[src/rtl/timetag_pkg.sv]
`default_nettype none

package timetag_pkg;

	// ========================================
	// sizes
	// ========================================
	localparam int NUM_CHANNELS   = 4;     // detector and laser channels
	localparam int TS_WIDTH       = 28;    // free-running timestamp
	localparam int FIFO_DEPTH     = 16;    // tag entries
	localparam int LEVEL_WIDTH    = 5;     // fill level, must hold FIFO_DEPTH itself
	localparam int APB_ADDR_WIDTH = 8;
	localparam int COUNT_WIDTH    = 16;    // sequencer high/low counts

	// ========================================
	// register map
	// ========================================
	localparam logic [APB_ADDR_WIDTH-1:0] REG_CTRL     = 8'h00;
	localparam logic [APB_ADDR_WIDTH-1:0] REG_SEQ_LOW  = 8'h04;
	localparam logic [APB_ADDR_WIDTH-1:0] REG_SEQ_HIGH = 8'h08;
	localparam logic [APB_ADDR_WIDTH-1:0] REG_STATUS   = 8'h0C;
	localparam logic [APB_ADDR_WIDTH-1:0] REG_TAG      = 8'h10;  // read pops the head
	localparam logic [APB_ADDR_WIDTH-1:0] REG_TIME     = 8'h14;

	// one detection event
	// upper bits are the channel mask, the rest is the timestamp
	typedef struct packed {
		logic [NUM_CHANNELS-1:0] mask;
		logic [TS_WIDTH-1:0]     ts;
	} tag_t;

endpackage

`default_nettype wire

[src/rtl/pulse_sequencer.sv]
`timescale 1ns/1ps
`default_nettype none

module pulse_sequencer (
	input  wire                                  clk,
	input  wire                                  rst_n,
	input  wire                                  seq_en,
	input  wire  [timetag_pkg::NUM_CHANNELS-1:0] chan_mask,
	input  wire  [timetag_pkg::COUNT_WIDTH-1:0]  low_count,
	input  wire  [timetag_pkg::COUNT_WIDTH-1:0]  high_count,
	output logic [timetag_pkg::NUM_CHANNELS-1:0] laser_en
);

	import timetag_pkg::*;

	typedef enum logic [1:0] {
		SEQ_IDLE,
		SEQ_HIGH,
		SEQ_LOW
	} seq_state_t;

	seq_state_t             state;
	logic [COUNT_WIDTH-1:0] cnt;         // cycles left in phase, minus one
	logic [COUNT_WIDTH-1:0] high_load;
	logic [COUNT_WIDTH-1:0] low_load;

	// a programmed 0 behaves like 1
	assign high_load = (high_count == '0) ? '0 : high_count - 1'b1;
	assign low_load  = (low_count == '0) ? '0 : low_count - 1'b1;

	// ========================================
	// phase fsm
	// ========================================
	always_ff @(posedge clk) begin
		if (!rst_n) begin
			state <= SEQ_IDLE;
			cnt   <= '0;
		end else if (!seq_en) begin
			state <= SEQ_IDLE;   // enables drop on the next cycle
			cnt   <= '0;
		end else begin
			case (state)
				SEQ_IDLE: begin
					state <= SEQ_HIGH;
					cnt   <= high_load;
				end
				SEQ_HIGH: begin
					if (cnt == '0) begin
						state <= SEQ_LOW;
						cnt   <= low_load;
					end else
						cnt <= cnt - 1'b1;
				end
				SEQ_LOW: begin
					if (cnt == '0) begin
						state <= SEQ_HIGH;
						cnt   <= high_load;
					end else
						cnt <= cnt - 1'b1;
				end
				default: state <= SEQ_IDLE;
			endcase
		end
	end

	assign laser_en = {NUM_CHANNELS{state == SEQ_HIGH}} & chan_mask;

endmodule

`default_nettype wire

[src/rtl/tag_capture.sv]
`timescale 1ns/1ps
`default_nettype none

module tag_capture (
	input  wire                                  clk,
	input  wire                                  rst_n,
	input  wire  [timetag_pkg::NUM_CHANNELS-1:0] detectors,
	input  wire                                  det_en,
	input  wire  [timetag_pkg::TS_WIDTH-1:0]     timestamp,
	output logic                                 tag_valid,
	output timetag_pkg::tag_t                    tag
);

	import timetag_pkg::*;

	logic [NUM_CHANNELS-1:0] sync_q1;    // first synchronizer stage
	logic [NUM_CHANNELS-1:0] sync_q2;
	logic [NUM_CHANNELS-1:0] prev_q;     // sync_q2 one cycle late
	logic [NUM_CHANNELS-1:0] rise;

	// detectors are asynchronous to clk
	always_ff @(posedge clk) begin
		if (!rst_n) begin
			sync_q1 <= '0;
			sync_q2 <= '0;
			prev_q  <= '0;
		end else begin
			sync_q1 <= detectors;
			sync_q2 <= sync_q1;
			prev_q  <= sync_q2;
		end
	end

	assign rise = sync_q2 & ~prev_q;

	// one tag per cycle, several channels share it
	always_ff @(posedge clk) begin
		if (!rst_n)
			tag_valid <= 1'b0;
		else
			tag_valid <= det_en & (|rise);
	end

	always_ff @(posedge clk) begin
		if (det_en && (|rise)) begin
			tag.mask <= rise;
			tag.ts   <= timestamp;   // stamp of the detection cycle itself
		end
	end

endmodule

`default_nettype wire

[src/rtl/tag_fifo.sv]
`timescale 1ns/1ps
`default_nettype none

module tag_fifo (
	input  wire                                 clk,
	input  wire                                 rst_n,
	input  wire                                 push,
	input  wire  timetag_pkg::tag_t             din,
	input  wire                                 pop,
	input  wire                                 overflow_clear,
	output timetag_pkg::tag_t                   head,
	output logic                                empty,
	output logic [timetag_pkg::LEVEL_WIDTH-1:0] level,
	output logic                                overflow
);

	import timetag_pkg::*;

	tag_t                            mem [FIFO_DEPTH];
	logic [$clog2(FIFO_DEPTH)-1:0]   wr_ptr;
	logic [$clog2(FIFO_DEPTH)-1:0]   rd_ptr;
	logic [LEVEL_WIDTH-1:0]          count;
	logic                            full;
	logic                            do_push;
	logic                            do_pop;

	assign full    = (count == LEVEL_WIDTH'(FIFO_DEPTH));
	assign empty   = (count == '0);
	assign level   = count;
	assign do_push = push & ~full;      // full fifo drops the new tag
	assign do_pop  = pop & ~empty;
	assign head    = mem[rd_ptr];       // show-ahead

	always_ff @(posedge clk) begin
		if (do_push)
			mem[wr_ptr] <= din;
	end

	// ========================================
	// pointers and fill level
	// ========================================
	always_ff @(posedge clk) begin
		if (!rst_n) begin
			wr_ptr <= '0;
			rd_ptr <= '0;
			count  <= '0;
		end else begin
			if (do_push)
				wr_ptr <= wr_ptr + 1'b1;   // depth is a power of two
			if (do_pop)
				rd_ptr <= rd_ptr + 1'b1;
			if (do_push && !do_pop)
				count <= count + 1'b1;
			else if (do_pop && !do_push)
				count <= count - 1'b1;
		end
	end

	// sticky until cleared, a new drop wins over the clear
	always_ff @(posedge clk) begin
		if (!rst_n)
			overflow <= 1'b0;
		else if (push && full)
			overflow <= 1'b1;
		else if (overflow_clear)
			overflow <= 1'b0;
	end

endmodule

`default_nettype wire

[src/rtl/timetag_regs.sv]
`timescale 1ns/1ps
`default_nettype none

module timetag_regs (
	input  wire                                    clk,
	input  wire                                    rst_n,
	// apb slave
	input  wire                                    psel,
	input  wire                                    penable,
	input  wire                                    pwrite,
	input  wire  [timetag_pkg::APB_ADDR_WIDTH-1:0] paddr,
	input  wire  [31:0]                            pwdata,
	output logic [31:0]                            prdata,
	output logic                                   pready,
	output logic                                   pslverr,
	// fifo side
	input  wire  timetag_pkg::tag_t                head,
	input  wire                                    empty,
	input  wire  [timetag_pkg::LEVEL_WIDTH-1:0]    level,
	input  wire                                    overflow,
	output logic                                   pop,
	output logic                                   overflow_clear,
	// control outputs
	output logic                                   det_en,
	output logic                                   seq_en,
	output logic [timetag_pkg::NUM_CHANNELS-1:0]   chan_mask,
	output logic [timetag_pkg::COUNT_WIDTH-1:0]    low_count,
	output logic [timetag_pkg::COUNT_WIDTH-1:0]    high_count,
	output logic [timetag_pkg::TS_WIDTH-1:0]       timestamp
);

	import timetag_pkg::*;

	logic        access;
	logic        wr_en;
	logic        rd_en;
	logic        addr_hit;
	logic [31:0] rd_data;

	// no wait states, so every access cycle completes
	assign access = psel & penable;
	assign wr_en  = access & pwrite;
	assign rd_en  = access & ~pwrite;

	assign pready  = access;
	assign pslverr = access & ~addr_hit;
	assign prdata  = rd_en ? rd_data : '0;

	// tag read pops only when there is something to return
	assign pop = rd_en & (paddr == REG_TAG) & ~empty;
	assign overflow_clear = wr_en & (paddr == REG_STATUS) & pwdata[1];

	// ========================================
	// address decode and read mux
	// ========================================
	always_comb begin
		addr_hit = 1'b1;
		rd_data  = '0;
		case (paddr)
			REG_CTRL: begin
				rd_data[0] = det_en;
				rd_data[1] = seq_en;
				rd_data[4 +: NUM_CHANNELS] = chan_mask;   // laser mask at 7:4
			end
			REG_SEQ_LOW:  rd_data[COUNT_WIDTH-1:0] = low_count;
			REG_SEQ_HIGH: rd_data[COUNT_WIDTH-1:0] = high_count;
			REG_STATUS: begin
				rd_data[0] = empty;
				rd_data[1] = overflow;
				rd_data[8 +: LEVEL_WIDTH] = level;        // fill level at 12:8
			end
			REG_TAG: begin
				if (!empty)
					rd_data = head;   // empty fifo reads as zero
			end
			REG_TIME: rd_data[TS_WIDTH-1:0] = timestamp;
			default:  addr_hit = 1'b0;
		endcase
	end

	// ========================================
	// control and count registers
	// ========================================
	always_ff @(posedge clk) begin
		if (!rst_n) begin
			det_en     <= 1'b0;
			seq_en     <= 1'b0;
			chan_mask  <= '0;
			low_count  <= COUNT_WIDTH'(1);
			high_count <= COUNT_WIDTH'(1);
		end else if (wr_en) begin
			case (paddr)
				REG_CTRL: begin
					det_en    <= pwdata[0];
					seq_en    <= pwdata[1];
					chan_mask <= pwdata[4 +: NUM_CHANNELS];
				end
				REG_SEQ_LOW:  low_count  <= pwdata[COUNT_WIDTH-1:0];
				REG_SEQ_HIGH: high_count <= pwdata[COUNT_WIDTH-1:0];
				default: ;    // status clear handled by the fifo, others read only
			endcase
		end
	end

	// free-running timestamp, wraps at TS_WIDTH bits
	always_ff @(posedge clk) begin
		if (!rst_n)
			timestamp <= '0;
		else
			timestamp <= timestamp + 1'b1;
	end

endmodule

`default_nettype wire

[src/rtl/timetag_top.sv]
`timescale 1ns/1ps
`default_nettype none

module timetag_top (
	input  wire                                    clk,
	input  wire                                    rst_n,
	// apb slave
	input  wire                                    psel,
	input  wire                                    penable,
	input  wire                                    pwrite,
	input  wire  [timetag_pkg::APB_ADDR_WIDTH-1:0] paddr,
	input  wire  [31:0]                            pwdata,
	output wire  [31:0]                            prdata,
	output wire                                    pready,
	output wire                                    pslverr,
	// photon side
	input  wire  [timetag_pkg::NUM_CHANNELS-1:0]   detectors,
	output wire  [timetag_pkg::NUM_CHANNELS-1:0]   laser_en,
	output wire                                    running
);

	import timetag_pkg::*;

	// ========================================
	// block interconnect
	// ========================================
	wire                    det_en;
	wire                    seq_en;
	wire [NUM_CHANNELS-1:0] chan_mask;
	wire [COUNT_WIDTH-1:0]  low_count;
	wire [COUNT_WIDTH-1:0]  high_count;
	wire [TS_WIDTH-1:0]     timestamp;
	wire                    tag_valid;
	tag_t                   tag;
	tag_t                   head;
	wire                    empty;
	wire [LEVEL_WIDTH-1:0]  level;
	wire                    overflow;
	wire                    pop;
	wire                    overflow_clear;

	assign running = det_en;   // detection enabled

	timetag_regs i_timetag_regs (
		.clk            (clk),
		.rst_n          (rst_n),
		.psel           (psel),
		.penable        (penable),
		.pwrite         (pwrite),
		.paddr          (paddr),
		.pwdata         (pwdata),
		.prdata         (prdata),
		.pready         (pready),
		.pslverr        (pslverr),
		.head           (head),
		.empty          (empty),
		.level          (level),
		.overflow       (overflow),
		.pop            (pop),
		.overflow_clear (overflow_clear),
		.det_en         (det_en),
		.seq_en         (seq_en),
		.chan_mask      (chan_mask),
		.low_count      (low_count),
		.high_count     (high_count),
		.timestamp      (timestamp)
	);

	tag_capture i_tag_capture (
		.clk       (clk),
		.rst_n     (rst_n),
		.detectors (detectors),
		.det_en    (det_en),
		.timestamp (timestamp),
		.tag_valid (tag_valid),
		.tag       (tag)
	);

	tag_fifo i_tag_fifo (
		.clk            (clk),
		.rst_n          (rst_n),
		.push           (tag_valid),
		.din            (tag),
		.pop            (pop),
		.overflow_clear (overflow_clear),
		.head           (head),
		.empty          (empty),
		.level          (level),
		.overflow       (overflow)
	);

	pulse_sequencer i_pulse_sequencer (
		.clk        (clk),
		.rst_n      (rst_n),
		.seq_en     (seq_en),
		.chan_mask  (chan_mask),
		.low_count  (low_count),
		.high_count (high_count),
		.laser_en   (laser_en)
	);

endmodule

`default_nettype wire

[config.mk]
export PLATFORM = sky130hd
export DESIGN_NAME = timetag_top
export DESIGN_NICKNAME = d
export VERILOG_FILES = /design/src/rtl/timetag_pkg.sv /design/src/rtl/pulse_sequencer.sv /design/src/rtl/tag_capture.sv /design/src/rtl/tag_fifo.sv /design/src/rtl/timetag_regs.sv /design/src/rtl/timetag_top.sv
export SDC_FILE = /design/constraint.sdc
export NUM_CORES = 1
export LEC_CHECK = 0
export BUFFER_PORTS_ARGS = -buffer_cell sky130_fd_sc_hd__buf_4
export CORE_MARGIN = 5
export CORE_UTILIZATION = 45
export DETAILED_ROUTE_END_ITERATION = 12
export HOLD_SLACK_MARGIN = 0.06
export MAX_ROUTING_LAYER = met4
export PLACE_DENSITY = 0.63
export SLEW_MARGIN = 20
export SYNTH_ARGS = -nofsm -noshare
export SYNTH_HDL_FRONTEND = slang
export SYNTH_HIERARCHICAL = 1
export SYNTH_SLANG_ARGS = --single-unit
[constraint.sdc]
create_clock -name clk -period 7.5 [get_ports clk]
set_input_delay 0.75 -clock clk [delete_from_list [all_inputs] [get_ports clk]]
set_output_delay 0.75 -clock clk [all_outputs]
set_load 0.02 [all_outputs]
Word level (Yosys, flattened, before mapping)

Memory sizes are Yosys's and may differ from the RTL's. A register that Yosys moved wholly into a read port is not among the register bits.
Cells that the tools add are included.
Widths: inputs -> output; s select.

Register bits: 143
Bits in writable memories: 512
Output and inout bits: 39
Word-level logic and storage cells: 103
Memories kept: 1

Add/sub/neg operators: 8
Eq/ne operators: 10
Multiplexer cells: 26
Bitwise gates (word level): 18
Reductions and logical operators: 22

Memory list:

| name           | depth | width | read ports | clocked after memory_dff | wr ports | line           | text |
|---|---|---|---|---|---|---|---|
| i_tag_fifo.mem | 16    | 32    | 1          | 1                        | 1        | tag_fifo.sv:19 | `tag_t mem [FIFO_DEPTH];` |

Operators by type and width:

| cell                  | number |
|---|---|
| $mux 16               | 4 |
| $mux 32               | 2 |
| $logic_not 16->1      | 3 |
| $pmux 16 s3           | 1 |
| $sub 16x1->16 const B | 3 |
| $add 28x1->28 const B | 1 |
| $pmux 5 s5            | 1 |
| $pmux 12 s2           | 1 |
| $pmux 4 s5            | 1 |
| $eq 8x4->1 const B    | 2 |
| $eq 8x5->1 const B    | 2 |
| $mux 4                | 3 |
| $pmux 2 s6            | 1 |
| $pmux 3 s4            | 1 |
| $and 1x1->1           | 11 |
| $mux 5                | 2 |
| $reduce_and 2->1      | 5 |
| $add 4x1->4 const B   | 2 |
| $and 4x4->4           | 2 |
| $eq 8x3->1 const B    | 1 |
| $logic_not 8->1       | 1 |
| $pmux 2 s4            | 1 |
| $pmux 2 s3            | 1 |
| $reduce_or 6->1       | 1 |
| other kinds (17)      | 31 |

Depth between registers and ports, before layout

Word-level depth: 8
Mapped depth: 13

By module

The synthesis kept the hierarchy.

By module, submodules not included:

| module          | instances | cells each | area each (µm²) | sequential area each (µm²) |
|---|---|---|---|---|
| tag_fifo        | 1         | 896        | 20078.0         | 15735.1 |
| timetag_regs    | 1         | 435        | 3707.3          | 1321.3 |
| pulse_sequencer | 1         | 274        | 2000.7          | 360.3 |
| tag_capture     | 1         | 65         | 1361.3          | 1221.2 |

Worst setup path after synthesis

OpenSTA, ideal clock, no wires.

Path type: register -> register
From: reg i_tag_fifo.count[0], in the netlist i_tag_fifo/level[0]
To: mem i_tag_fifo/mem[0][0] in the netlist's numbering, enable pin
Data arrival time: 3182 ps
Required time: 7039 ps
Setup slack: 3857 ps
Cell stages (with the launch flop): 5
Period minus slack after synthesis: 3643 ps
Cells stage by stage: dfxtp_1 nor4_1 a21boi_2 nand2_1 nor3_1

Word-level cells in the longest chain between the ends: 5

Ends and longest elaborated chain:

| item                         | line           | text |
|---|---|---|
| start: declaration           | tag_fifo.sv:22 | `logic [LEVEL_WIDTH-1:0] count;` |
| start signal: assignment     | tag_fifo.sv:53 | `count <= count + 1'b1;` |
| start signal: assignment     | tag_fifo.sv:55 | `count <= count - 1'b1;` |
| $eq 5x5->1                   | tag_fifo.sv:27 | `assign full = (count == LEVEL_WIDTH'(FIFO_DEPTH));` |
| $not 1->1                    | tag_fifo.sv:30 | `assign do_push = push & ~full;` |
| $and 1x1->1                  | tag_fifo.sv:30 |  |
| named net i_tag_fifo.do_push | tag_fifo.sv:24 | `logic do_push;` |
| $mux 1                       | tag_fifo.sv:35 | `if (do_push)` |
| $mux 1 (not written as such) | tag_fifo.sv:36 | `mem[wr_ptr] <= din;` |
| end: declaration             | tag_fifo.sv:19 |  |

The timed path passes the listed nets, and every way through them passes these cells.

==> flow_summary.toml <==
[synth]
ys_types = 77
synth_top_area_share_pct = 60.2
synth.avg_cell_area_um2 = 16.3
synth_top_area_cell = "edfxtp_1"
syn_inst = 1670
synth_nets = 1741
synth_edf_count = 544
synthFlopType = "edfxtp_1"
ys_top_cells_by_count = "edfxtp_1 (544), mux4_2 (129), nand2_1 (128), dfxtp_1 (115), nor2_1 (75)"
async_flop_share_pct = 0
synth.most_common_cell = "edfxtp_1"
ys_seq_area_share_pct = 68.7
yosysWarningCount = 6
synth_seq_cells = 659
synth_area_leaders = "edfxtp_1 (60%), mux4_2 (11%), dfxtp_1 (8.5%)"
synth_area_um2 = 27100

[pwr]
sw_frac_of_total_pct = 19.5
pwr-share-clk_pct = 45.6
p_int_w = 0.00588
comb_power_share_pct = 0.9
total_power_w = 0.00730
switching_power_w = 0.00143
power_density_nw_per_um2 = 237
seqPwrFrac_pct = 53.6
p_leak_nw = 10.2
peakVddDrop_v = 0.000152

[worst_setup_path]
cp.depth = 9
path_cells = "buf_4 > mux4_2 > a22oi_1 > nand2_1 > nand3b_1 > a21o_1 > a21oi_1 > o21a_1 > buf_4"
crit_end = "prdata[1]"
r2r_start = "i_tag_fifo/level[0]$_SDFFE_PN0P_"
path_common_cell = "buf_4"
r2r_setup_slack_ns = 3.42
path_buf_inv = 2
max_stage_delay_ns = 0.98
cp.required_ns = 6.75
cp_max_fo = 73
r2r-end = "i_tag_fifo/level[4]$_SDFFE_PN0P_"
setup.worst_path.class = "flip-flop to output pin"
cp.arrival_ns = 3.99
end_kind = "output pin"
r2r_cells = 13
critPathLaunchType = "flip-flop"
crit_slowest_cell = "buf_4"
crit_family = "buffers and inverters"

[drt]
wl_per_cell_um = 24.9
ant_nets = 0
vias_per_cell = 5.92
drt_pass1_iterations = 5
drc_errors = 0
drt_iter0_drc = 1427
wirelength_um = 64300
vias = 15300

[placed_design]
port_buffers = 71
gp_congestion = 0.875
dp_hpwl_um = 36300
placed_area_um2 = 28600

[clock_tree]
cts_made_buffers = 69
clock_sinks = 659
cts_buffer_depth = 3
root_buffer = "clkbuf_16"
cts_resized = 0
htreeDepth = 3
ctsHoldBuffers = 0
cts_setup_buffers = 0
clk_latency_ns = 0.60
clk_pin_slew_ns = 0.06
cts_tree = "yes"

[timing]
tns_ns = 0
finalCritPeriodShare_pct = 63.1
maxSlewHeadroom_pct = 28.2
finClkSkew_ns = 0.0289
whs_ns = 0.358
rsz0062_at_grt = "false"
hold_viol_final = 0
fmaxAchievable_mhz = 211
tightest_slew_ns = 1.08
maxSlewViolCount = 0
finalSetupViolations = 0
final.min_clock_period_ns = 4.74

[grt]
grt_pass1_wl_um = 96500
grt_max_degree = 99
gr-total-overflow = 0
grt.total_usage_pct = 19.9
grt_pass1_vias = 15300
antenna_found_initial = 0

[floorplan]
die_h_um = 256
ios = 88
die_area_um2 = 65300
start_util_pct = 45.2
fp-row-count = 90
core_um2 = 60000
die_w_um = 256

[run_status]
status = "finished, final reports clean"

[layout]
syn_to_final_growth_pct = 13.6
fin_nets = 1819
final_core_util_pct = 51.4
fin_area_um2 = 30800
drive_above_1_share_pct = 21.3
n_antenna_cell = 0

[hold_path]
hp-class = "input pin to flip-flop"

[flow_run]
drv_cap = 0
## metrics by stage
| step | std cells | setup WS [ns] |
|---|---|---|
| CTS | 2585 | 2.67 |
| floorplan | 1670 | 3.86 |
| detailed placement | 2459 | 3.12 |
| global placement | 2459 | 3.15 |
| finish | 2585 | 2.76 |
| global route | 2585 | 2.55 |
## registers in the layout, summed over array words and instances, names as in the netlist, named ones only
name	cells
i_timetag_regs/low_count	16
i_tag_fifo/level	5
i_tag_fifo/wr_ptr	4
i_timetag_regs/chan_mask	4
i_tag_capture/tag_valid	1
i_tag_capture/tag	32
i_timetag_regs/timestamp	28
i_tag_fifo/mem	512
i_pulse_sequencer/cnt	16
i_tag_fifo/overflow	1
i_tag_fifo/rd_ptr	4
i_timetag_regs/seq_en	1
i_pulse_sequencer/state	2
i_tag_capture/sync_q1	4
i_timetag_regs/high_count	16
i_timetag_regs/det_en	1
i_tag_capture/prev_q	4
i_tag_capture/sync_q2	4
## area by class of cell
cell class              instances  area, um2
multi-input cells             894       8160
repair buffers                 97        741
inverters                      27        101
clock inverters                38        340
clock buffers                  88       1870
flip-flops and latches        659      18600
fillers                      4868      29200
well taps                     782        978
## logic make-up (layout without fill, tap and decap cells)
logic type                 after synthesis  in the layout  share of synthesized area [%]
buffers and inverters                  117            250                           1.87
DFF                                    659            659                           68.7
xor gates and xnor gates                50             50                           1.61
muxes                                  187            187                           12.9
adders and majority gates               22             22                           1.04
and+or+nand+nor                        407            407                           7.98
AOI/OAI and AO/OA                      228            228                           5.99
## layer usage
layer | wire, um | track usage, %
met1 | 27300 | 26.6
met2 | 31900 | 32.4
met3 | 3760 | 2.73
met4 | 1360 | 5.76
met5 | 0 | -
## power by group through the flow
stage | clock network [W] | registers (W) | logic [W]
detailed placement | 0 | 0.00399 | 0.0000636
floorplan | 0 | 0.00399 | 0.0000339
global route | 0.00355 | 0.00391 | 0.0000682
finish | 0.00333 | 0.00391 | 0.0000633
global placement | 0 | 0.00399 | 0.0000627
CTS | 0.00340 | 0.00391 | 0.0000637
## how the worst min path moves through the flow
stage / to / depth (start not counted) / from
final: i_tag_capture/sync_q1[0]$_SDFF_PN0_ / 2 / detectors[0]
after global routing: i_tag_capture/sync_q1[0]$_SDFF_PN0_ / 2 / detectors[0]
after CTS: i_tag_capture/sync_q1[1]$_SDFF_PN0_ / 2 / detectors[1]
after detailed placement: i_tag_capture/sync_q2[1]$_SDFF_PN0_ / 1 / i_tag_capture/sync_q1[1]$_SDFF_PN0_
after global placement: i_tag_capture/sync_q2[0]$_SDFF_PN0_ / 1 / i_tag_capture/sync_q1[0]$_SDFF_PN0_
after floorplan: i_tag_capture/sync_q2[0]$_SDFF_PN0_ / 1 / i_tag_capture/sync_q1[0]$_SDFF_PN0_
## cells in the final DEF (no fill, tap or decap), types with 10 or more instances in the layout
master,n
edfxtp_1,544
mux4_2,129
nand2_1,128
dfxtp_1,113
buf_4,96
a22oi_1,74
clkbuf_16,70
nor2_1,62
mux2i_1,55
a21oi_1,48
xnor2_1,35
and2_1,27
nand3_1,27
inv_1,25
nor3_1,23
ha_1,21
o21ai_0,19
xor2_1,15
nor4_1,14
nor2b_1,14
a22o_1,14
clkbuf_1,13
clkinv_2,13
nand2b_1,13
nor2_4,13
clkinv_1,12
or4_1,12
o31ai_1,11
nand3b_1,10
o22ai_1,10
Power figures use the tool's default switching activity.
